==> src/include/rv_defs.svh <==
`ifndef RV_DEFS_SVH
`define RV_DEFS_SVH

// Datapath width
`define RV_XLEN 32

// Register file addressing
`define RV_REG_AW 5

// Memory depths in words, with matching index widths
`define RV_IMEM_WORDS 64
`define RV_IMEM_AW 6
`define RV_DMEM_WORDS 64
`define RV_DMEM_AW 6

// Major opcodes of the supported subset
`define RV_OP_R      7'b0110011 // add sub and or slt
`define RV_OP_I      7'b0010011 // addi
`define RV_OP_LOAD   7'b0000011 // lw
`define RV_OP_STORE  7'b0100011 // sw
`define RV_OP_BRANCH 7'b1100011 // beq

// addi x0, x0, 0
`define RV_NOP 32'h00000013

`endif

==> src/hw/registerFile.sv <==
`default_nettype none
`timescale 1ns/10ps

`include "rv_defs.svh"

module registerFile (
    input  logic                  CLK,
    input  logic                  rstN,
    input  logic [`RV_REG_AW-1:0] rs1,
    input  logic [`RV_REG_AW-1:0] rs2,
    input  logic [`RV_REG_AW-1:0] rd,
    input  logic                  we,
    input  logic [`RV_XLEN-1:0]   wd,
    output logic [`RV_XLEN-1:0]   rd1,
    output logic [`RV_XLEN-1:0]   rd2
);

    logic [`RV_XLEN-1:0] regs [2**`RV_REG_AW];

    // Both read ports are combinational
    assign rd1 = regs[rs1];
    assign rd2 = regs[rs2];

    always_ff @(posedge CLK) begin
        if (!rstN) begin
            for (int i = 0; i < 2**`RV_REG_AW; i++) begin
                regs[i] <= '0;
            end
        end else if (we && (rd != '0)) begin // x0 stays zero
            regs[rd] <= wd;
        end
    end

endmodule

`default_nettype wire

==> config.mk <==
export PLATFORM = sky130hd
export DESIGN_NAME = registerFile
export DESIGN_NICKNAME = d
export VERILOG_FILES = /design/src/hw/registerFile.sv
export VERILOG_INCLUDE_DIRS = /design/src /design/src/include
export SDC_FILE = /design/constraint.sdc
export NUM_CORES = 2
export LEC_CHECK = 0
export ABC_AREA = 1
export BUFFER_PORTS_ARGS = -buffer_cell sky130_fd_sc_hd__buf_2
export CORE_MARGIN = 10
export CORE_UTILIZATION = 35
export CTS_BUF_LIST = sky130_fd_sc_hd__clkbuf_4
export CTS_CLUSTER_DIAMETER = 60
export DETAILED_ROUTE_END_ITERATION = 8
export GPL_ROUTABILITY_DRIVEN = 0
export PLACE_DENSITY = 0.53
export SYNTH_ARGS = -nofsm -noshare
export SYNTH_HDL_FRONTEND = slang
export SYNTH_SLANG_ARGS = --single-unit
==> constraint.sdc <==
create_clock -name CLK -period 2.19 [get_ports CLK]
set_input_delay 0.1095 -clock CLK [delete_from_list [all_inputs] [get_ports CLK]]
set_output_delay 0.1095 -clock CLK [all_outputs]
set_load 0.02 [all_outputs]
== Word level (Yosys, flattened, before mapping) ==
Memory sizes are Yosys's and may differ from the RTL's.
Index checks and enable logic that the tools add are counted.

* Register bits after elaboration: 0
* Bits in latches: 0
* RAM bits: 1024
* Memory bits (read-only): 0
* Bits of input ports: 50
* Logic and storage cells: 11
* Memories kept: 1

* Add/sub/neg operators: 0
* $mul: 0
* Divide/modulo/power cells: 0
* Order comparisons: 0
* Equality and inequality tests: 0
* Shift-type cells: 0
* Muxes and demuxes: 7
* Bitwise logic cells: 0
* Reductions and logical operators: 3

{| class="wikitable"
|+ Memories
! memory !! depth !! bits a word !! read ports !! clocked after memory_dff !! write ports !! RTL line !! RTL
|-
| regs || 32 || 32 || 2 || 0 || 32 || registerFile.sv:18 || <nowiki>logic [`RV_XLEN-1:0] regs [2**`RV_REG_AW];</nowiki>
|}

{| class="wikitable"
|+ Operator list
! kind !! number
|-
| $mux 32 || 1
|-
| $reduce_or 32->1 || 1
|-
| $mux 1 || 5
|-
| $mux 5 || 1
|-
| $reduce_bool 5->1 || 1
|-
| $logic_and 1x1->1 || 1
|}

== Depth between registers and ports, before layout ==
* Word-level depth: 7
* Mapped depth: 12
* Gate-level depth less buffers: 9

== Worst setup path before layout ==
Ideal clock, no wire load.

* Path type: input port to flip-flop
* Start: input port rstN
* End: memory regs[16][0] in the netlist's numbering (enable)
* Setup time: 389 ps
* Arrival time: 1600 ps
* Required time: 1801 ps
* Path slack: 201 ps
* Cell stages on the path: 8
* Path buffers: 2
* Cells stage by stage: buf_2 nand2_1 inv_1 nand4_1 inv_1 nand2_1 buf_2 nand2_1

{| class="wikitable"
|+ RTL lines
! item !! RTL line !! RTL
|-
| from (decl) || registerFile.sv:8 || <nowiki>input logic rstN,</nowiki>
|-
| to (decl) || registerFile.sv:18 ||
|}

==> summary.md <==
| Metric | Value |
|---|---|
| Status | `finished with violations` |
| Violated checks | `setup timing` |
| First-pass DRT Iterations | `6` |
| Final min period | `around 2700 ps` |
| Fin util | `0.428` |
| Kind of critical path | `reg -> out` |
| 1st-iter DRT viols | `6932` |
| Global-route wire length before repair | `335 mm` |
| Power Dens Cells | `717 nW/µm²` |
| Critical Path Start Type | `flop` |
| Cell total after placement | `9214` |
| TNS Setup | `-26600 ps` |
| Setup Buffers After CTS | `0` |
| Final setup vio count | `71` |
| Crit path max fanout | `2` |
| Final Hold Vio Count | `0` |
| Biggest regs | `regs x1024` |
| Nets | `7493` |
| H-tree levels | `5` |
| Clock Path Buffers | `4` |
| Most flops, register | `regs` |
| Synth unique cells | `15` |
| CP max-delay cell | `edfxtp_1` |
| Post-route setup slack | `-474 ps` |
| FMAX | `around 0.38 GHz` |
| Synthesis-to-finish area growth | `21.5%` |
| Routed Antenna Nets | `0` |
| Drt wl/cell | `23.5 µm` |
| Required time of the critical path | `2080 ps` |
| Most used cell, CP | `nand2_1` |
| Max reg flops | `1024` |
| Row Count | `147` |
| Synth area leaders | `edfxtp_1 54%, nand2_1 19%, nand3_1 14%, nor2_1 6.6%, buf_2 2.9%` |
| Combinational fraction of design power | `0.174` |
| Root Buffer | `clkbuf_4` |
| Clock transition at path regs | `60 ps` |
| Unrepaired setup endpoints after global routing | `yes` |
| Least-Margin Pin Slew | `1190 ps` |
| Hold Slack | `116 ps` |
| Min-delay worst type | `in -> reg` |
| Synth Instances | `7191` |
| Post-synthesis register bit count | `between 1000 and 1500` |
| Initial Util | `0.353` |
| Largest area contributor in the netlist | `edfxtp_1` |
| Relative slew margins | `0.203` |
| Fin crit share | `1.22` |
| Finished Layout Cells | `9789` |
| Core area | `161000 µm²` |
| Chip Height | `422 µm` |
| Sequential cell fraction of total power | `0.470` |
| Sequential share of the synthesized area | `0.542` |
| Power Total | `between 40 and 50 mW` |
| # DRC | `0` |
| Syn. warnings | `0` |
| Commonest non-fill, non-tap cell in the layout | `nand2_1` |
| Critical Path Max Stage Delay | `~410 ps` |
| P_leak | `around 29 nW` |
| Int Power | `34.5 mW` |
| Clk sinks | `1024` |
| Fill cells | `15900` |
| Worst min-delay path startpoint | `rd[2]` |
| Number of I/O port buffers | `113` |
| Vias in the first global route | `52000` |
| Die Width | `approximately 420 µm` |
| Average size of a mapped cell | `7.88 µm²` |
| Switching pwr | `approximately 15 mW` |
| Number of max-slew violations in the final report | `0` |
| Global-route usage over all layers | `0.247` |
| Hold Crit Depth | `5` |
| Clk pwr share | `0.356` |
| DP Worst Slack | `-120 ps` |
| Ports | `~110` |
| Setup crit start | `regs[30][19]$_SDFFCE_PN0P_` |
| Post-synth top area share | `0.542` |
| Pin count of the biggest net entering global routing | `89` |
| DR vias/cell | `5.50` |
| Share of cells above drive strength 1 | `0.209` |
| Detailed-route wire length | `230 mm` |
| CP arrival | `2550 ps` |
| Synth Cell Area | `56700 µm²` |
| Critical Path End Type | `primary output` |
| Die ar. | `~180000 µm²` |
| Max-cap violations | `0` |
| Initial antenna violation count | `3` |
| Total gr overflow | `0` |
| Placed cell areas | `61400 µm²` |
| Most frequent cells in the layout | `2467 x nand2_1, 1330 x nand3_1, 1024 x edfxtp_1, 992 x nor2_1, 427 x clkbuf_4` |
| DR vias | `53800` |
| Maximum vdd drop | `0.591 mV` |
| Sw frac | `0.301` |
| Clock buffer count from CTS | `302` |
| Final Instance Area | `roughly 70000 µm²` |
| Worst Setup EP | `rd1[19]` |
| DP Wirelength | `136 mm` |
| TritonCTS clock tree | `yes` |
| CP Cell Sequence | `nand2_1 > nand3_1 > nand3_1 > nand2_2 > nand2_1 > nand2_1 > nand2_2 > nand2_4 > buf_6` |
-- cell families after synthesis --
kind of cell  count (synthesis)  synth area share
buf+inv                     683            0.0601
flops                      1024             0.542
other cells                   1         0.0000662
simple gates               5483             0.397
-- cell type report --
class                           count  area, µm²  area share
Tap cell                         2160       2700      0.0393
Sequential cell                  1024      30700       0.447
Inverter                           54        265     0.00385
Clock inverter                     59        278     0.00403
Multi-Input combinational cell   5515      25500       0.370
Timing Repair Buffer              546       6170      0.0897
Antenna cell                        4       10.0    0.000145
Clock buffer                      427       3210      0.0466
-- synthesized netlist by cell type --
library cell	count
inv_1	50
buf_1	23
edfxtp_1	1024
nor2_1	992
nand2_1	2943
nor3_1	7
buf_2	324
nand4_1	4
buf_4	33
clkbuf_1	208
inv_2	2
conb_1	1
inv_4	2
buf_6	41
nand3_1	1537
-- what timing repair did --
item                                    CTS  global route
hold buffers                             86             0
endpoints found under the hold margin  2016             0
setup endpoints to repair                64           117
gates resized for setup                 538           350
pin swaps                               265           360
-- worst min-delay path by stage --
stage / endpoint / slack [ps]
floorplan: regs[1][31]$_SDFFCE_PN0P_ / 350
global placement: rd1[23] / 630
detailed placement: rd1[29] / 630
CTS: regs[9][31]$_SDFFCE_PN0P_ / 7
global route: regs[19][24]$_SDFFCE_PN0P_ / 90
finish: regs[19][21]$_SDFFCE_PN0P_ / 120
-- worst max-delay path, delay by kind of cell, from the launching register on --
family,cells,cell delay (ps)
buffers and inverters,1,150
AND/OR/NAND/NOR,8,730
flip-flops,1,410
-- power by group through the flow --
stage | Clock [mW] | Combinational, mW | Sequential [mW]
final | 17.6 | 8.57 | 23.2
after global routing | 19.0 | 9.09 | 23.3
after CTS | 18.0 | 8.07 | 23.2
after detailed placement | 0 | 7.32 | 23.6
after global placement | 0 | 7.27 | 23.6
after floorplan | 0 | 4.24 | 23.5
-- layer usage --
metal	GRT usage	up-vias	wire, µm
met4	0.124	0	10400
li1	-	24300	-
met3	0.0504	554	22100
met5	0	-	0
met1	0.312	25800	90300
met2	0.400	3156	108000
Note: power is estimated with default switching activity, not from simulation.
