$ cat src/include/rv_defs.svh
`ifndef RV_DEFS_SVH
`define RV_DEFS_SVH

// Datapath width
`define RV_XLEN 32

// Register file addressing
`define RV_REG_AW 5

// Memory depths in words, with matching index widths
`define RV_IMEM_WORDS 64
`define RV_IMEM_AW 6
`define RV_DMEM_WORDS 64
`define RV_DMEM_AW 6

// Major opcodes of the supported subset
`define RV_OP_R      7'b0110011 // add sub and or slt
`define RV_OP_I      7'b0010011 // addi
`define RV_OP_LOAD   7'b0000011 // lw
`define RV_OP_STORE  7'b0100011 // sw
`define RV_OP_BRANCH 7'b1100011 // beq

// addi x0, x0, 0
`define RV_NOP 32'h00000013

`endif

$ cat src/hw/rvPkg.sv
`default_nettype none

`include "rv_defs.svh"

package rvPkg;

    // One instruction word, seen through each encoding format
    typedef union packed {
        logic [31:0] word;
        struct packed {
            logic [6:0] funct7;
            logic [4:0] rs2;
            logic [4:0] rs1;
            logic [2:0] funct3;
            logic [4:0] rd;
            logic [6:0] opcode;
        } rFmt;
        struct packed {
            logic [11:0] imm;
            logic [4:0]  rs1;
            logic [2:0]  funct3;
            logic [4:0]  rd;
            logic [6:0]  opcode;
        } iFmt;
        struct packed {
            logic [6:0] immHi;
            logic [4:0] rs2;
            logic [4:0] rs1;
            logic [2:0] funct3;
            logic [4:0] immLo;
            logic [6:0] opcode;
        } sFmt;
        struct packed {
            logic       bit12;
            logic [5:0] bits10to5;
            logic [4:0] rs2;
            logic [4:0] rs1;
            logic [2:0] funct3;
            logic [3:0] bits4to1;
            logic       bit11;
            logic [6:0] opcode;
        } bFmt;
    } instrU;

    typedef enum logic [2:0] {
        aluAdd,
        aluSub,
        aluAnd,
        aluOr,
        aluSlt
    } aluOpE;

    typedef struct packed {
        logic  regWrite;
        logic  aluSrc;   // Second operand from immediate
        logic  memWrite;
        logic  memToReg; // Write back the loaded word
        logic  branch;
        aluOpE aluOp;
    } ctrlS;

    // What one instruction did, reported once per cycle
    typedef struct packed {
        logic [`RV_XLEN-1:0]   pc;
        logic                  regWe;
        logic [`RV_REG_AW-1:0] rd;
        logic [`RV_XLEN-1:0]   regData;
        logic                  memWe;
        logic [`RV_XLEN-1:0]   memAddr;
        logic [`RV_XLEN-1:0]   memData;
    } retireS;

endpackage

`default_nettype wire

$ cat src/hw/dataMem.sv
`default_nettype none
`timescale 1ns/10ps

`include "rv_defs.svh"

module dataMem (
    input  logic                CLK,
    input  logic                rstN,
    input  rvPkg::ctrlS         ctrl,
    input  logic [`RV_XLEN-1:0] addr,
    input  logic [`RV_XLEN-1:0] storeData,
    output logic [`RV_XLEN-1:0] wbData
);

    logic [`RV_XLEN-1:0] dmem [`RV_DMEM_WORDS];
    logic [`RV_DMEM_AW-1:0] wordIdx;

    // Byte offset ignored, upper bits alias
    assign wordIdx = addr[`RV_DMEM_AW+1:2];

    always_ff @(posedge CLK) begin
        if (!rstN) begin
            for (int i = 0; i < `RV_DMEM_WORDS; i++) begin
                dmem[i] <= '0;
            end
        end else if (ctrl.memWrite) begin
            dmem[wordIdx] <= storeData;
        end
    end

    // Loaded word or ALU result back to the register file
    assign wbData = ctrl.memToReg ? dmem[wordIdx] : addr;

endmodule

`default_nettype wire

$ cat config.mk
export PLATFORM = sky130hd
export DESIGN_NAME = dataMem
export DESIGN_NICKNAME = d
export VERILOG_FILES = /design/src/hw/rvPkg.sv /design/src/hw/dataMem.sv
export VERILOG_INCLUDE_DIRS = /design/src /design/src/include
export SDC_FILE = /design/constraint.sdc
export NUM_CORES = 2
export LEC_CHECK = 0
export ABC_AREA = 1
export BUFFER_PORTS_ARGS = -buffer_cell sky130_fd_sc_hd__buf_4
export CAP_MARGIN = 15
export CORE_MARGIN = 3
export CORE_UTILIZATION = 40
export CTS_CLUSTER_DIAMETER = 80
export DETAILED_ROUTE_END_ITERATION = 8
export GPL_TIMING_DRIVEN = 0
export PLACE_DENSITY_LB_ADDON = 0.12
export SLEW_MARGIN = 15
export SYNTH_ARGS = -nofsm -noshare
export SYNTH_HDL_FRONTEND = slang
export SYNTH_SLANG_ARGS = --single-unit
$ cat constraint.sdc
create_clock -name CLK -period 2.6 [get_ports CLK]
set_input_delay 0.26 -clock CLK [delete_from_list [all_inputs] [get_ports CLK]]
set_output_delay 0.26 -clock CLK [all_outputs]
set_load 0.01 [all_outputs]
Word level (Yosys, flattened, before mapping)
Memories as Yosys holds them, arrays and structs flattened.
Index checks and enable logic that the tools add are counted.

operators by class
  muxes and demuxes = 8
  reduce and logical (&&, ||, !) cells = 1

operators with widths
  operator          number
  $mux 32           2
  $reduce_or 32->1  1
  $mux 6            1
  $mux 1            5

storage, ports and cells
  register bits = 0
  bits in writable memories = 2048
  bits of input ports = 74
  output and inout port bits = 32
  logic and storage cells = 10
  memories kept = 1

memories
  memory  words  width  rd ports  clocked after Yosys merged registers in  write ports  RTL line       RTL
  dmem    64     32     1         0                                        64           dataMem.sv:15  logic [`RV_XLEN-1:0] dmem [`RV_DMEM_WORDS];

Depth between registers and ports, before layout
  depth in word-level cells = 5
  depth in mapped cells = 17
  gate-level depth less buffers = 13

Least setup slack after synthesis
No wires, ideal clock.

  kind = input to register
  start point = in addr[2]
  end point = mem dmem[28][0] (netlist bit), enable pin
  setup time = 389 ps
  data arrival time = 2304 ps
  required time = 2211 ps
  path slack = -94 ps
  cell stages on the path = 8
  path buffers = 5
  cells stage by stage = buf_2 buf_2 buf_6 buf_2 nor3_1 nand2_1 buf_2 nand2_1

RTL lines
  what         RTL line       RTL
  from (decl)  dataMem.sv:10  input logic [`RV_XLEN-1:0] addr,
  to (decl)    dataMem.sv:15

Worst setup path in the final report
  start point = mem dmem[26][30] (netlist bit)
  end point = out wbData[30]

between the ends
  longest elaborated chain between the ends = 2

RTL lines
  what           RTL line       RTL
  $mem_v2 64x32  --
  $mux 32        dataMem.sv:32  assign wbData = ctrl.memToReg ? dmem[wordIdx] : addr;
  to (decl)      dataMem.sv:12  output logic [`RV_XLEN-1:0] wbData

No other way between the ends.

==> run metrics <==
die width=495 um; register bank with the most flops=dmem; CP max stage delay=0.36 ns; row cnt=178; failing checks=negative setup slack; CP Class=flip-flop to output pin; post-synth net total=11138; port bufs=97; #FFs+latches synth=2048; maxcap violations=0; share of layout cells above drive strength 1=0.141; CTS Buf Count=223; Yosys warning count=0; Num Clock Sinks=2048; DP HPWL=320000 um; drt first pass iters=6; Max Slew Vio Count=0; dominant cells by area after synthesis=edfxtp_1 (64%), nand2_1 (23%), nor2_1 (8.4%), clkbuf_1 (2.8%), inv_1 (0.37%); Starting Density=0.405; Seq/Total Area, Yosys=0.643; Max Fclk=0.332 GHz; Buffers & Inverters on Critical Path=1; Total Routed Length=436000 um; status=finished, violations left; slowest CP cell=edfxtp_1; CP endpoint=wbData[30]; CTS tree=yes; Yosys top cell area share=0.643; crit path cell chain=or2_2 > nand3_1 > nand2_2 > o21ai_4 > nand2_2 > nor2_4 > nand3_4 > nand2_2 > nand2_2 > buf_6; crit end category=output pin; WP depth=10; Die H=495 um; vias=80376; biggest regs=dmem (2048); Yosys top cell by area=edfxtp_1; RSZ-0062 raised after global routing=true; vias per inst=5.42; Area Overhead vs Synth=19.2%; Hold Crit Class=input port to flip-flop; Leak=49.8 nW; Worst-Margin Slew=1.21 ns; gr ovfl total=0; RePlAce Congestion=1.08; num ports=106; DRC viols=0; worst endpoint required time=2.34 ns; hold violation count in the final report=0; global-route wire length before repair=590000 um; Setup violations, final=293; CP Launch Type=flip-flop; peak supply drop=0.754 mV; Final WS setup=-0.408 ns; Synth Cell Area=95700 um2; Die Area=245000 um2; largest net degree at the start of global routing=33; most used cell, CP=nand2_2; H-Tree Depth=4; worst-path fanout max=1; Tmin final=3.01 ns; relative slew slack=0.196; root buf cell=clkbuf_16; Core Footprint=237000 um2; initial antenna violation count=31; Arr. time, crit path=2.75 ns; cells after synthesis=11064; Max Root-Sink Buffers=3; Tcrit/Tclk final=1.16; Total Nets Final=11541; Post-DRT Antenna Nets=0; Overall Global Routing Usage=0.350; routed len/inst=29.4 um; pre-CTS setup slack=-2.50 ns; total power draw=0.0798 W; clk slew on worst S/H paths=0.06 ns; Top Family by Delay on Critical Path=simple AND/OR/NAND/NOR gates; Pwr Density=699 nW/um2; vias in the first global route=74473; initial drt markers=10601; final core utilization=0.482; Min Hold Slack=0.0747 ns; syn avg cell area=8.65 um2; max FFs per register=2048; crit path from=dmem[26][30]; Distinct cells, synth=23
[report_power, final]
part | internal, W | switching (W) | total [W]
Combinational | 0.00229 | 0.00727 | 0.00956
Sequential | 0.0380 | 0.000552 | 0.0385
Clock | 0.0176 | 0.0141 | 0.0317
[placed cells by master (no fill, tap or decap), drive strengths merged, types with 2 or more instances in the layout]
| cell | instances |
|---|---|
| nand2 | 5804 |
| nor2 | 2131 |
| edfxtp | 2048 |
| clkbuf | 965 |
| buf | 297 |
| inv | 135 |
| clkinv | 113 |
| nand3 | 49 |
| diode | 29 |
| or2 | 27 |
| a21oi | 21 |
| bufinv | 16 |
| dlygate4sd3 | 15 |
| o21ai | 12 |
| nor3 | 12 |
| clkdlybuf4s15 | 3 |
| nor4 | 3 |
| clkinvlp | 2 |
[synth_stat cells]
cell type	instances
a21boi_0	1
a21oi_1	21
a22oi_1	1
buf_1	49
buf_2	71
buf_6	1
clkbuf_1	703
clkinv_1	1
edfxtp_1	2048
inv_1	95
inv_2	33
nand2_1	5804
nand3_1	49
nand3b_1	1
nor2_1	2131
nor3_1	8
nor3_2	3
nor3_4	1
nor4_1	1
nor4_4	2
o211ai_1	1
o21ai_0	12
or2_2	27
[layout make-up]
type | count | area, um2
fill | 22990 | 122000
sequential | 2048 | 61500
multi-input combinational | 8063 | 34300
clock buffer | 278 | 5870
buffer | 823 | 4480
tap | 3150 | 3940
timing repair buffer | 179 | 2270
clock inverter | 137 | 1220
inverter | 129 | 490
antenna | 29 | 72.6
[worst min-delay path: stages]
cell and delay [ns]:
buf_4 0.08, inv_2 0.31, nor2_1 0.20
[kinds of logic after synthesis]
kind of cell / Yosys count / share of synthesized area
DFF: 2048 / 0.643
AOI/OAI and AO/OA: 36 / 0.00196
and+or+nand+nor: 8027 / 0.317
buffers and inverters: 953 / 0.0384
[repair_timing]
item	4_1_cts	5_1_grt
resized for setup	1075	609
gates cloned	0	0
buffers inserted	6	9
endpoints found under the hold margin	47	0
endpoints found under the setup margin	3154	1310
hold buffers	15	0
pin swaps	164	186
[per-layer routing]
layer  global-route usage  vias to the layer above  share of wire  wire length (um)
met5                    0                        -        0.00012                54
met4                0.254                        8          0.086             37600
met3               0.0646                      908          0.094             41100
met2                0.526                     4223           0.44            191000
met1                0.455                    39557           0.38            167000
li1                     -                    35680              -                 -
[how the worst min path moves through the flow]
stage / from / endpoint / slack [ns] / cells after the start
2_1_floorplan: storeData[31] / dmem[0][31] / 0.51 / 2
3_3_place_gp: addr[30] / wbData[30] / 0.81 / 4
3_5_place_dp: addr[30] / wbData[30] / 0.81 / 4
4_1_cts: storeData[27] / dmem[6][27] / 0.004 / 3
5_1_grt: storeData[12] / dmem[8][12] / 0.07 / 3
6_report: storeData[28] / dmem[8][28] / 0.07 / 3
[stage by stage]
stage / area (um2) / TNS, ns / std cells
final: 114000 / -16.20 / 14836
after floorplan: 95800 / 0 / 11064
after global routing: 114000 / -7.50 / 14810
after CTS: 112000 / -99.51 / 14799
after global placement: 100000 / -8151.14 / 14311
after detailed placement: 102000 / -5634.57 / 14363
Power figures use the tool's default switching activity.
