**src/include/rv_defs.svh**
```systemverilog
`ifndef RV_DEFS_SVH
`define RV_DEFS_SVH

// Datapath width
`define RV_XLEN 32

// Register file addressing
`define RV_REG_AW 5

// Memory depths in words, with matching index widths
`define RV_IMEM_WORDS 64
`define RV_IMEM_AW 6
`define RV_DMEM_WORDS 64
`define RV_DMEM_AW 6

// Major opcodes of the supported subset
`define RV_OP_R      7'b0110011 // add sub and or slt
`define RV_OP_I      7'b0010011 // addi
`define RV_OP_LOAD   7'b0000011 // lw
`define RV_OP_STORE  7'b0100011 // sw
`define RV_OP_BRANCH 7'b1100011 // beq

// addi x0, x0, 0
`define RV_NOP 32'h00000013

`endif

```
**src/hw/rvPkg.sv**
```systemverilog
`default_nettype none

`include "rv_defs.svh"

package rvPkg;

    // One instruction word, seen through each encoding format
    typedef union packed {
        logic [31:0] word;
        struct packed {
            logic [6:0] funct7;
            logic [4:0] rs2;
            logic [4:0] rs1;
            logic [2:0] funct3;
            logic [4:0] rd;
            logic [6:0] opcode;
        } rFmt;
        struct packed {
            logic [11:0] imm;
            logic [4:0]  rs1;
            logic [2:0]  funct3;
            logic [4:0]  rd;
            logic [6:0]  opcode;
        } iFmt;
        struct packed {
            logic [6:0] immHi;
            logic [4:0] rs2;
            logic [4:0] rs1;
            logic [2:0] funct3;
            logic [4:0] immLo;
            logic [6:0] opcode;
        } sFmt;
        struct packed {
            logic       bit12;
            logic [5:0] bits10to5;
            logic [4:0] rs2;
            logic [4:0] rs1;
            logic [2:0] funct3;
            logic [3:0] bits4to1;
            logic       bit11;
            logic [6:0] opcode;
        } bFmt;
    } instrU;

    typedef enum logic [2:0] {
        aluAdd,
        aluSub,
        aluAnd,
        aluOr,
        aluSlt
    } aluOpE;

    typedef struct packed {
        logic  regWrite;
        logic  aluSrc;   // Second operand from immediate
        logic  memWrite;
        logic  memToReg; // Write back the loaded word
        logic  branch;
        aluOpE aluOp;
    } ctrlS;

    // What one instruction did, reported once per cycle
    typedef struct packed {
        logic [`RV_XLEN-1:0]   pc;
        logic                  regWe;
        logic [`RV_REG_AW-1:0] rd;
        logic [`RV_XLEN-1:0]   regData;
        logic                  memWe;
        logic [`RV_XLEN-1:0]   memAddr;
        logic [`RV_XLEN-1:0]   memData;
    } retireS;

endpackage

`default_nettype wire

```
**src/hw/aluExec.sv**
```systemverilog
`default_nettype none
`timescale 1ns/10ps

`include "rv_defs.svh"

module aluExec (
    input  rvPkg::ctrlS         ctrl,
    input  logic [`RV_XLEN-1:0] pc,
    input  logic [`RV_XLEN-1:0] rd1,
    input  logic [`RV_XLEN-1:0] rd2,
    input  logic [`RV_XLEN-1:0] imm,
    output logic [`RV_XLEN-1:0] aluResult,
    output logic                branchTaken,
    output logic [`RV_XLEN-1:0] branchTarget
);

    logic [`RV_XLEN-1:0] opB;
    logic zero;

    assign opB = ctrl.aluSrc ? imm : rd2;

    always_comb begin
        case (ctrl.aluOp)
            rvPkg::aluAdd: aluResult = rd1 + opB;
            rvPkg::aluSub: aluResult = rd1 - opB;
            rvPkg::aluAnd: aluResult = rd1 & opB;
            rvPkg::aluOr:  aluResult = rd1 | opB;
            rvPkg::aluSlt: begin
                // Signed compare
                aluResult = {{(`RV_XLEN-1){1'b0}}, ($signed(rd1) < $signed(opB))};
            end
            default: aluResult = '0;
        endcase
    end

    assign zero = (aluResult == '0);

    // beq uses the subtract result
    assign branchTaken  = ctrl.branch & zero;
    assign branchTarget = pc + imm;

endmodule

`default_nettype wire

```
**config.mk**
```make
export PLATFORM = sky130hd
export DESIGN_NAME = aluExec
export DESIGN_NICKNAME = d
export VERILOG_FILES = /design/src/hw/rvPkg.sv /design/src/hw/aluExec.sv
export VERILOG_INCLUDE_DIRS = /design/src /design/src/include
export SDC_FILE = /design/constraint.sdc
export NUM_CORES = 1
export LEC_CHECK = 0
export BUFFER_PORTS_ARGS = -buffer_cell sky130_fd_sc_hd__buf_2
export CAP_MARGIN = 20
export CORE_MARGIN = 2
export CORE_UTILIZATION = 51
export DETAILED_ROUTE_END_ITERATION = 8
export MAX_ROUTING_LAYER = met4
export PLACE_DENSITY = 0.88
export SLEW_MARGIN = 20
export SYNTH_ARGS = -nofsm -noshare
export SYNTH_HDL_FRONTEND = slang
export SYNTH_SLANG_ARGS = --single-unit
```
**constraint.sdc**
```tcl
create_clock -name vclk -period 9.95
set_input_delay 1.99 -clock vclk [all_inputs]
set_output_delay 1.99 -clock vclk [all_outputs]
set_load 0.1 [all_outputs]
```
# Yosys cells after proc, flatten, opt, wreduce, memory -nomap -nowiden
# Index checks and enable logic that the tools add are counted.
[totals]
reg_bits = 0
inputBits = 136
wordCells = 15
out_inout_bits = 65
[classes]
magnitude_cmp = 1
addsub = 3
n_mux = 2
n_reduce_logical = 2
eq_ne = 4
bitwise = 3
[ops]
columns = ["operator", "n"]
rows = [
  ["$pmux W32 S5", 1],
  ["$add A32 B32 Y32", 2],
  ["$and A32 B32 Y32", 1],
  ["$logic_not A32 Y1", 1],
  ["$lt A32 B32 Y1", 1],
  ["$mux W32", 1],
  ["$or A32 B32 Y32", 1],
  ["$sub A32 B32 Y32", 1],
  ["$eq A3 B2 Y1 const B", 2],
  ["$eq A3 B1 Y1 const B", 1],
  ["$eq A3 B3 Y1 const B", 1],
  ["$logic_not A3 Y1", 1],
  ["$and A1 B1 Y1", 1],
]

# Longest topological paths before layout
[depth]
word_depth = 5
mapped_depth = 17
depth_no_buf = 16

# Least setup slack after synthesis
# OpenSTA, ideal clock, no wires.
[synth_timing]
path_type = "input-to-output"
start = "input ctrl[6] (netlist name)"
end = "output branchTaken"
arrival_ns = 8.447
required_time_ns = 7.960
path_slack_ns = -0.487
n_path_buf = 2
stages = 16
cell_sequence = "clkbuf_1 -> buf_1 -> mux2i_1 -> inv_1 -> fa_1 -> a21o_2 -> a21oi_1 -> nor4_1 -> a31oi_1 -> nand4_1 -> or4_1 -> or4_1 -> or4_1 -> nor4_1 -> o2111ai_1 -> nor2_1"
[synth_between]
elab_chain_cells = 5
elab_cells_between_ends = 9
cone_classes = "add/sub: 2; order compare: 1; mux: 2; bitwise: 3; reduce/logical: 1"
[synth_lines]
columns = ["item", "line", "rtl"]
rows = [
  ["start: declaration", "aluExec.sv:7", "input rvPkg::ctrlS ctrl,"],
  ["$mux W32 *", "aluExec.sv:20", "assign opB = ctrl.aluSrc ? imm : rd2;"],
  ["$sub A32 B32 Y32 (tied with other cells)", "aluExec.sv:25", "rvPkg::aluSub: aluResult = rd1 - opB;"],
  ["$pmux W32 S5 *", "aluExec.sv:23", "case (ctrl.aluOp)"],
  ["net aluResult[4]", "aluExec.sv:12", "output logic [`RV_XLEN-1:0] aluResult,"],
  ["$logic_not A32 Y1 *", "aluExec.sv:36", "assign zero = (aluResult == '0);"],
  ["$and A1 B1 Y1 *", "aluExec.sv:39", "assign branchTaken = ctrl.branch & zero;"],
  ["end: declaration", "aluExec.sv:13", "output logic branchTaken,"],
]
# Mark *: on every way through the listed nets, which the timed path passes. The rest lies on a longest branch.

# Worst setup path in the final report
[layout_timing]
start = "input ctrl[6] (netlist name)"
end = "output branchTaken"
[layout_between]
elab_chain_cells = 5
elab_cells_between_ends = 9
cone_classes = "add/sub: 2; order compare: 1; mux: 2; bitwise: 3; reduce/logical: 1"
[layout_lines]
columns = ["item", "line"]
rows = [
  ["$mux W32 *", "aluExec.sv:20"],
  ["$sub A32 B32 Y32 (tied with other cells)", "aluExec.sv:25"],
  ["$pmux W32 S5 *", "aluExec.sv:23"],
  ["$logic_not A32 Y1 *", "aluExec.sv:36"],
  ["$and A1 B1 Y1 *", "aluExec.sv:39"],
]
# Every way passes the cells marked *; elsewhere a longest branch is shown, timed or not.

==> reports/results.ini <==
[status]
status = finished, final reports clean

[min_path]
min_path_type = input port to output pin

[placed_design]
hpwl_mm = 19.1
port_buffers = 198
placed_area_um2 = 7990
globalplace.congestion = 1.01

[final_layout]
multi_input_area_um2 = 6270
regArea_um2 = 0
nClkBuffers = 0
finalInstanceArea_um2 = 8000
fin_util = 0.604
area_growth_pct = 15.8
final_layout_size_suffix_gt1_frac = 0.185
n_fill_cell = 1322
fin_nets = 1453
n_sequential_cell = 0

[global_routing]
grt_antenna_before_repair = 1
gr-total-overflow = 0
grt_max_degree = 48
grt_usage = 0.309
grt_pass1_vias = 7593
grt_pass1_wl_mm = 36.8

[cts]
cts_resized = 0
hold_buffers = 0
post-cts-setup-buffers = 0

[timing]
slew_headroom = 0.398
fin_tns_setup_ns = 0
finalSetupViolCount = 0
fin_crit_sh = 0.930
fin_hold_ws_ns = 4.50
slew_viol_final = 0
fmax_ghz = 0.108
tightest_slew_ns = 0.901
finalHoldViolations = 0
fin_crit_ns = 9.26
rsz0062_at_grt = no

[setup_path]
crit_buf_inv = 3
path_class = input port to output pin
critical_path.cell_chain = buf_2 -> buf_4 -> mux2i_1 -> ha_1 -> or3_1 -> a211oi_1 -> o21ai_0 -> a2111oi_0 -> nor4_1 -> o311ai_0 -> o221ai_1 -> nor4_1 -> o2111ai_1 -> nor2_4 -> buf_2
cp.arrival_ns = 7.27
cpLargestDelayFamily = compound AO/OA/AOI/OAI gates
worst_ep_required_time_ns = 7.96
cp_max_fo = 17
crit_slowest_cell = a2111oi_0
slowest_delay_ns = 0.66
crit_path_end_kind = output pin
start_kind = input port

[synth]
yosysTopAreaCellShare = 0.230
synth_common_cells = ha_1 (127), inv_1 (117), a21oi_1 (93), nand2_1 (77), nor2_1 (67)
syn_area_um2 = 6910
yosysUniqueCellTypes = 71
synth_area_per_cell_um2 = 6.72
yosysSeqAreaShare = 0
yosysMostFrequentCell = ha_1
syn_inst = 1027
synthesis.nets = 1293
synth_largest_area_cell = ha_1
synth_area_leaders = ha_1 (23%), a21oi_1 (6.7%), inv_1 (6.4%)
synth_warnings = 0

[die]
num_rows = 42
fp.dieH_um = 120
die_w_um = 120
die_area_um2 = 14500
start_util = 0.521
ios = 201
core_um2 = 13200

[run]
max-cap-violations = 0

[routing]
wire_per_inst_um = 17.1
drt_iter0_drc = 831
drc = 0
vias_per_cell = 6.18
antenna_left = 0
drt_pass1_iterations = 8
wirelength_mm = 23.2
vias = 8414

## layout by cell type, fill, tap and decap left out, types with 4 or more instances in the layout
| cell type | netlist | routed |
|---|---|---|
| nand2b_1 | 15 | 15 |
| or3_1 | 11 | 11 |
| o211a_1 | 4 | 4 |
| and3_1 | 8 | 8 |
| o211ai_1 | 21 | 21 |
| a2111oi_0 | 7 | 7 |
| o21ai_0 | 58 | 58 |
| or4_1 | 10 | 10 |
| inv_1 | 117 | 117 |
| buf_4 | 0 | 9 |
| xnor2_1 | 34 | 34 |
| nor3_1 | 32 | 32 |
| nand2_1 | 77 | 77 |
| mux2i_1 | 38 | 38 |
| a211oi_1 | 17 | 17 |
| a31oi_1 | 13 | 13 |
| nor2b_1 | 17 | 17 |
| a21o_1 | 22 | 22 |
| nand4_1 | 13 | 13 |
| a21oi_1 | 93 | 93 |
| o221ai_1 | 7 | 7 |
| ha_1 | 127 | 127 |
| o31ai_1 | 5 | 5 |
| buf_2 | 11 | 198 |
| o311a_1 | 5 | 5 |
| o22ai_1 | 12 | 12 |
| nor4_1 | 9 | 9 |
| nand3_1 | 16 | 16 |
| o21a_1 | 10 | 10 |
| xor2_1 | 9 | 9 |
| a221oi_1 | 7 | 7 |
| o2111ai_1 | 9 | 9 |
| nor2_1 | 67 | 66 |
| a311oi_1 | 4 | 4 |
| a211o_1 | 14 | 14 |
| o21bai_1 | 13 | 13 |
## through the flow
step / std cells / setup slack [ns]
final: 1362 / 0.693
after CTS: 1361 / 0.816
after floorplan: 1027 / 0.211
after global placement: 1361 / 0.869
after detailed placement: 1361 / 0.812
after global routing: 1362 / 0.253
## routing by layer
layer / share of wire / track usage / vias up
met5: 0 / - / -
met4: 0.028 / 0.0792 / 0
met3: 0.096 / 0.0255 / 61
met2: 0.46 / 0.511 / 457
met1: 0.42 / 0.409 / 3806
li1: - / - / 4090
## cell families after synthesis
family | Yosys count | synth area share
xor+xnor | 43 | 0.0545
fa+ha+maj | 130 | 0.239
buf+inv | 167 | 0.0928
mux | 38 | 0.0551
compound gates | 356 | 0.349
simple gates | 293 | 0.210
## layout make-up
cell class / count / area share
multi-input combinational: 860 / 0.784
timing repair buffer: 207 / 0.132
inverter: 118 / 0.0554
tap: 176 / 0.0275
antenna: 1 / 0.000313
## path summary, 6_finish.rpt
check	from	endpoint	slack, ns	cells after the start
max	ctrl[6]	branchTaken	0.69	15
min	ctrl[2]	aluResult[30]	4.50	3
