$ cat config.mk
export PLATFORM = sky130hd
export DESIGN_NAME = fetchUnit
export DESIGN_NICKNAME = d
export VERILOG_FILES = /design/src/hw/rvPkg.sv /design/src/hw/fetchUnit.sv
export VERILOG_INCLUDE_DIRS = /design/src /design/src/include
export SDC_FILE = /design/constraint.sdc
export NUM_CORES = 2
export LEC_CHECK = 0
export ABC_AREA = 1
export ABC_CLOCK_PERIOD_IN_PS = 6300
export BUFFER_PORTS_ARGS = -buffer_cell sky130_fd_sc_hd__buf_2
export CAP_MARGIN = 5
export CORE_UTILIZATION = 60
export CTS_CLUSTER_SIZE = 40
export DETAILED_ROUTE_END_ITERATION = 8
export MAX_ROUTING_LAYER = met4
export PLACE_DENSITY = 0.73
export SLEW_MARGIN = 20
export SYNTH_ARGS = -nofsm -noshare
export SYNTH_HDL_FRONTEND = slang
export SYNTH_SLANG_ARGS = --single-unit
$ cat constraint.sdc
create_clock -name CLK -period 6.3 [get_ports CLK]
set_input_delay 0.315 -clock CLK [delete_from_list [all_inputs] [get_ports CLK]]
set_output_delay 0.315 -clock CLK [all_outputs]
set_load 0.02 [all_outputs]
$ cat src/include/rv_defs.svh
`ifndef RV_DEFS_SVH
`define RV_DEFS_SVH

// Datapath width
`define RV_XLEN 32

// Register file addressing
`define RV_REG_AW 5

// Memory depths in words, with matching index widths
`define RV_IMEM_WORDS 64
`define RV_IMEM_AW 6
`define RV_DMEM_WORDS 64
`define RV_DMEM_AW 6

// Major opcodes of the supported subset
`define RV_OP_R      7'b0110011 // add sub and or slt
`define RV_OP_I      7'b0010011 // addi
`define RV_OP_LOAD   7'b0000011 // lw
`define RV_OP_STORE  7'b0100011 // sw
`define RV_OP_BRANCH 7'b1100011 // beq

// addi x0, x0, 0
`define RV_NOP 32'h00000013

`endif

$ cat src/hw/rvPkg.sv
`default_nettype none

`include "rv_defs.svh"

package rvPkg;

    // One instruction word, seen through each encoding format
    typedef union packed {
        logic [31:0] word;
        struct packed {
            logic [6:0] funct7;
            logic [4:0] rs2;
            logic [4:0] rs1;
            logic [2:0] funct3;
            logic [4:0] rd;
            logic [6:0] opcode;
        } rFmt;
        struct packed {
            logic [11:0] imm;
            logic [4:0]  rs1;
            logic [2:0]  funct3;
            logic [4:0]  rd;
            logic [6:0]  opcode;
        } iFmt;
        struct packed {
            logic [6:0] immHi;
            logic [4:0] rs2;
            logic [4:0] rs1;
            logic [2:0] funct3;
            logic [4:0] immLo;
            logic [6:0] opcode;
        } sFmt;
        struct packed {
            logic       bit12;
            logic [5:0] bits10to5;
            logic [4:0] rs2;
            logic [4:0] rs1;
            logic [2:0] funct3;
            logic [3:0] bits4to1;
            logic       bit11;
            logic [6:0] opcode;
        } bFmt;
    } instrU;

    typedef enum logic [2:0] {
        aluAdd,
        aluSub,
        aluAnd,
        aluOr,
        aluSlt
    } aluOpE;

    typedef struct packed {
        logic  regWrite;
        logic  aluSrc;   // Second operand from immediate
        logic  memWrite;
        logic  memToReg; // Write back the loaded word
        logic  branch;
        aluOpE aluOp;
    } ctrlS;

    // What one instruction did, reported once per cycle
    typedef struct packed {
        logic [`RV_XLEN-1:0]   pc;
        logic                  regWe;
        logic [`RV_REG_AW-1:0] rd;
        logic [`RV_XLEN-1:0]   regData;
        logic                  memWe;
        logic [`RV_XLEN-1:0]   memAddr;
        logic [`RV_XLEN-1:0]   memData;
    } retireS;

endpackage

`default_nettype wire

$ cat src/hw/fetchUnit.sv
`default_nettype none
`timescale 1ns/10ps

`include "rv_defs.svh"

module fetchUnit (
    input  logic                   CLK,
    input  logic                   rstN,
    input  logic                   progWe,
    input  logic [`RV_IMEM_AW-1:0] progAddr,
    input  logic [`RV_XLEN-1:0]    progData,
    input  logic                   branchTaken,
    input  logic [`RV_XLEN-1:0]    branchTarget,
    output logic [`RV_XLEN-1:0]    pc,
    output rvPkg::instrU           instr
);

    logic [`RV_XLEN-1:0] imem [`RV_IMEM_WORDS];
    logic [`RV_XLEN-1:0] nextPc;
    logic [`RV_IMEM_AW-1:0] wordIdx;
    logic outOfRange;

    assign wordIdx = pc[`RV_IMEM_AW+1:2]; // Byte address to word index

    // Anything past the array fetches a NOP
    assign outOfRange = (pc[`RV_XLEN-1:`RV_IMEM_AW+2] != '0);

    assign instr = outOfRange ? `RV_NOP : imem[wordIdx];

    assign nextPc = branchTaken ? branchTarget : pc + `RV_XLEN'd4;

    always_ff @(posedge CLK) begin
        if (!rstN) begin
            pc <= '0;
        end else begin
            pc <= nextPc;
        end
    end

    // Program load port, only open while the core is held in reset
    always_ff @(posedge CLK) begin
        if (progWe && !rstN) begin
            imem[progAddr] <= progData;
        end
    end

endmodule

`default_nettype wire

**Word-level counts from Yosys, hierarchy flattened**

Memory sizes are Yosys's and may differ from the RTL's. A register that Yosys moved wholly into a read port is not among the register bits.
Index checks and enable logic that the tools add are counted.

- Bits of input ports: 74
- Bits in registers: 32
- Memories: 1
- Memory bits (read-only): 0
- Bits in writable memories: 2,048
- Word-level logic and storage cells: 11
- Bits in latches: 0
- Output and inout bits: 64

- Multipliers: 0
- Equal/unequal tests: 0
- Divide/modulo/power cells: 0
- Add/sub/neg operators: 1
- Shift operators: 0
- Reductions and logical operators: 3
- Bitwise logic cells: 0
- Magnitude comparators: 0
- Mux-type cells: 5

Memories:

| memory | depth | bits a word | read ports | clocked after memory_dff | write ports | line | text |
|---|---|---|---|---|---|---|---|
| imem | 64 | 32 | 1 | 1 | 1 | fetchUnit.sv:18 | `` logic [`RV_XLEN-1:0] imem [`RV_IMEM_WORDS]; `` |

Operators by type and width:

| cell | number |
|---|---|
| $mux 32 | 2 |
| $add 32x3->32 const B | 1 |
| $reduce_bool 24->1 | 1 |
| $mux 6 | 1 |
| $mux 1 | 2 |
| $logic_and 1x1->1 | 1 |
| $logic_not 1->1 | 1 |

**Longest topological paths before layout**

- Depth in word-level cells: 4
- Depth in mapped cells: 17
- Depth with buffers taken out: 13

**Worst setup path after synthesis**

Ideal clock, no wire load.

- Kind: input to register
- From: in rstN
- To: mem imem[48][0] (netlist name) (enable)
- Buffers on the path: 1
- Path slack: 1.571 ns
- Arrival time: 4.227 ns
- Data required time: 5.797 ns
- Stages: 4
- Path through: clkbuf_1 > nor2_1 > nand4_1 > nor4_1

- Cells in the longest elaborated chain, start to end: 4

Ends and longest elaborated chain:

| item | line | text |
|---|---|---|
| from (decl) | fetchUnit.sv:8 | `input logic rstN,` |
| $logic_not 1->1 | fetchUnit.sv:42 | `if (progWe && !rstN) begin` |
| $logic_and 1x1->1 | fetchUnit.sv:42 |  |
| $mux 1 | fetchUnit.sv:42 |  |
| $mux 1 (not written as such) | fetchUnit.sv:43 | `imem[progAddr] <= progData;` |
| to (decl) | fetchUnit.sv:18 |  |

No other way between the ends.

==> run metrics <==
top-count cell post-synth=nand2_1; GPL Wtd Cong=roughly 0.90; CTS tree=done; Mapped Cells=approximately 8,500; share of the synthesized area in the top cell type=69.1%; CP Depth=10; switch share=23.9%; Tcrit/Tclk final=between 70 and 80%; Worst-Skew Late Latency=0.84 ns; Synth area leader=edfxtp_1; Root Driver=clkbuf_16; Power Dens Cells=301 mW/mm^2; Chip Width=between 300 and 400 microns; TritonRoute pass-1 iters=6; Die ar.=0.150 sq mm; initial antenna violation count=8; final max-slew violation count=0; RR Startpoint=pc[4]$_SDFF_PN0_; # setup viols final=0; leakage=between 30 and 40 nW; final core utilization=67.5%; wire per inst=22.6 microns; Slew headroom=roughly a fifth; flops & latches, synth=~2,100; number of distinct library cells after synthesis=40; Critical R2R Capture=pc[18]$_SDFF_PN0_; top_reg_cell synth=edfxtp_1; Post-synth ARST share=0%; endpoint class of the critical path=output port; Worst EP required=around 6.0 ns; crit path max fanout=around 100; total number of vias=about 62,000; status=completed; HP Class=primary input to flop; synth top area cells=edfxtp_1 (69%), nand2_1 (12%), nand3_1 (5.1%), inv_1 (4.2%), nor2_1 (2.8%); Top Family by Delay on Critical Path=buffers and inverters; Max Freq=about 200 MHz; GRT Residual Overflow=0; Hold Crit Start=progData[25]; Sequential Power Share=51.5%; Max stage delay cell, worst path=dfxtp_4; # nets final=8,672; Initial Utilization=between 60% and 70%; Tot GR Track Use=between 30% and 40%; worst slew pin tran=approximately 1.2 ns; # rows=140; CP Launch Type=flop; Worst Hold End=imem[57][25]$_DFFE_PP_; # H-tree levels=4; Clk pwr share=between 40 and 50%; Area Overhead vs Synth=11.0%; global-route wire length before repair=363,000 microns; DRC=0; Die Y=387 microns; cts bufs inserted=204; Most Crowded Layer GR=met2; sw power=about 0.0071 W; grt met3 use=5.59%; sequential fraction of the synthesis area=a little over two thirds; Synth Net Count=around 8,600; drt total wl=around 240,000 microns; layout cells sized above 1=slightly below 8%; CTS Sinks=2,080; RSZ-0062 raised after global routing=false; Final Hold Violating Endpoints=0; CP arrival=approximately 4.6 ns; VDD IR max=between 0.0002 and 0.0003 V; placed cell area=approximately 0.092 sq mm; pin count of the biggest net entering global routing=roughly 190; PortBufs=between 100 and 150; CP cell instances=inv_8 -> buf_12 -> nor2_1 -> o21ai_0 -> nand3_1 -> nand3_1 -> nand2_1 -> nand3_1 -> a21oi_1 -> buf_2; syn_area_per_cell=~10 sq um; Worst Hold Depth=1; Final Critical Period=around 5 ns; Resize count post-CTS=0; R2R cell count=11; Comb power frac=under 10%; final instance area=~0.1 sq mm; Max Cap Viol=0; Buf+Inv Stages, Crit Path=3; vias in the first global route=roughly 60,000; core box area=0.146 sq mm; met2 Use GR=about 50%; clock skew=between 0.009 and 0.01 ns; CTS max path bufs=3; clk slew on worst S/H paths=around 0.060 ns; EDFF count, synth=approximately 2,000; synth warn=0; I/O Pins=about 140; drt initial violations=roughly 8,000; antenna viol nets, final=0; fillers=10,600; Max stage delay on crit path=roughly 0.79 ns; post-DR vias/cell=5.76; Mapped Area=0.0890 sq mm; routing usage on met1=45.1%; FF-to-FF setup slack=2.72 ns; most used cell, CP=nand3_1; Detailed Place HPWL=about 130,000 microns; Setup TNS Final=0 ns; Internal Power=approximately 0.023 W; Post-synth top cells=nand2_1 (2,880), edfxtp_1 (2,048), inv_1 (1,001), nand3_1 (902), nor2_1 (670); critical path type=flop to output port
-- logic make-up after synthesis --
family,Yosys count,share of synthesized area [%]
buf+inv,1451,6.99
xor+xnor,13,0.128
simple gates,4542,20.7
compound gates,399,2.36
fa+ha+maj,1,0.0141
flops,2080,69.8
-- state kept, by name, summed over array words and instances, names as in the netlist --
register and count:
pc 32, imem 2048
-- per-stage QoR --
step	worst slack (ns)	total power, W	hold slack [ns]	std cells
4_1_cts	1.49	0.0298	0.0377	10700
6_report	1.39	0.0298	0.0816	10700
3_5_place_dp	2.08	0.0180	0.486	10200
2_1_floorplan	1.57	0.0170	0.414	8486
5_1_grt	1.26	0.0306	0.0812	10700
3_3_place_gp	2.17	0.0179	0.472	10200
-- routing by layer --
metal  vias to the layer above  share of wire, %
li1                      28000                 -
met1                     29400                39
met2                      3607                47
met3                       502                11
met4                         0               3.7
met5                         -                 0
-- how the worst max path moves through the flow --
| stage | start | to | slack (ns) |
|---|---|---|---|
| floorplan | rstN | imem[48][0]$_DFFE_PP_ | 1.57 |
| detailed placement | rstN | imem[16][31]$_DFFE_PP_ | 2.08 |
| global placement | rstN | imem[16][26]$_DFFE_PP_ | 2.17 |
| global route | pc[2]$_SDFF_PN0_ | instr[11] | 1.26 |
| CTS | pc[3]$_SDFF_PN0_ | instr[18] | 1.49 |
| finish | pc[3]$_SDFF_PN0_ | instr[11] | 1.39 |
-- what timing repair did --
item                      4_1_cts  5_1_grt
hold endpoints to repair       41        0
buffers inserted                0        0
hold buffers                   59        0
-- layout make-up --
class	instances	area, sq um	share of cell area, %
diodes	6	15.0	0.0152
flip-flops and latches	2080	62200	62.9
clock buffers	256	5400	5.46
inverters	1010	3820	3.87
clock inverters	125	1100	1.11
multi-input cells	4955	21200	21.4
well taps	1917	2400	2.43
repair buffers	346	2770	2.80
-- cells in the final DEF, fill, tap and decap left out, types with 3 or more instances in the layout --
cell type,synthesis,final
and3_1,5,5
or2_2,28,28
nor4_2,0,7
clkinvlp_4,0,7
clkbuf_1,115,47
buf_2,162,132
o21ai_1,20,20
xor2_1,12,12
nor2_4,2,59
nor3_1,10,10
buf_4,60,127
nand3_1,902,901
edfxtp_1,2048,2048
a21oi_1,83,83
diode_2,0,6
clkbuf_16,0,208
dfxtp_4,0,3
inv_8,0,3
inv_1,1001,1000
o211ai_1,40,40
dlygate4sd3_1,0,59
dfxtp_1,32,28
inv_6,0,11
o21ai_0,250,250
buf_12,0,25
clkinv_1,3,53
nand2_1,2880,2880
clkinv_2,1,37
nand4_1,21,21
nand3_2,2,3
nor2_1,670,613
bufinv_16,0,18
o22ai_1,4,4
-- power by group through the flow --
stage	Sequential (W)	Clock (W)	Combinational [W]
2_1_floorplan	0.0156	0	0.00145
3_3_place_gp	0.0156	0	0.00232
3_5_place_dp	0.0156	0	0.00235
4_1_cts	0.0153	0.0121	0.00241
5_1_grt	0.0153	0.0126	0.00264
6_report	0.0153	0.0120	0.00244
(Power assumes the default switching activity.)
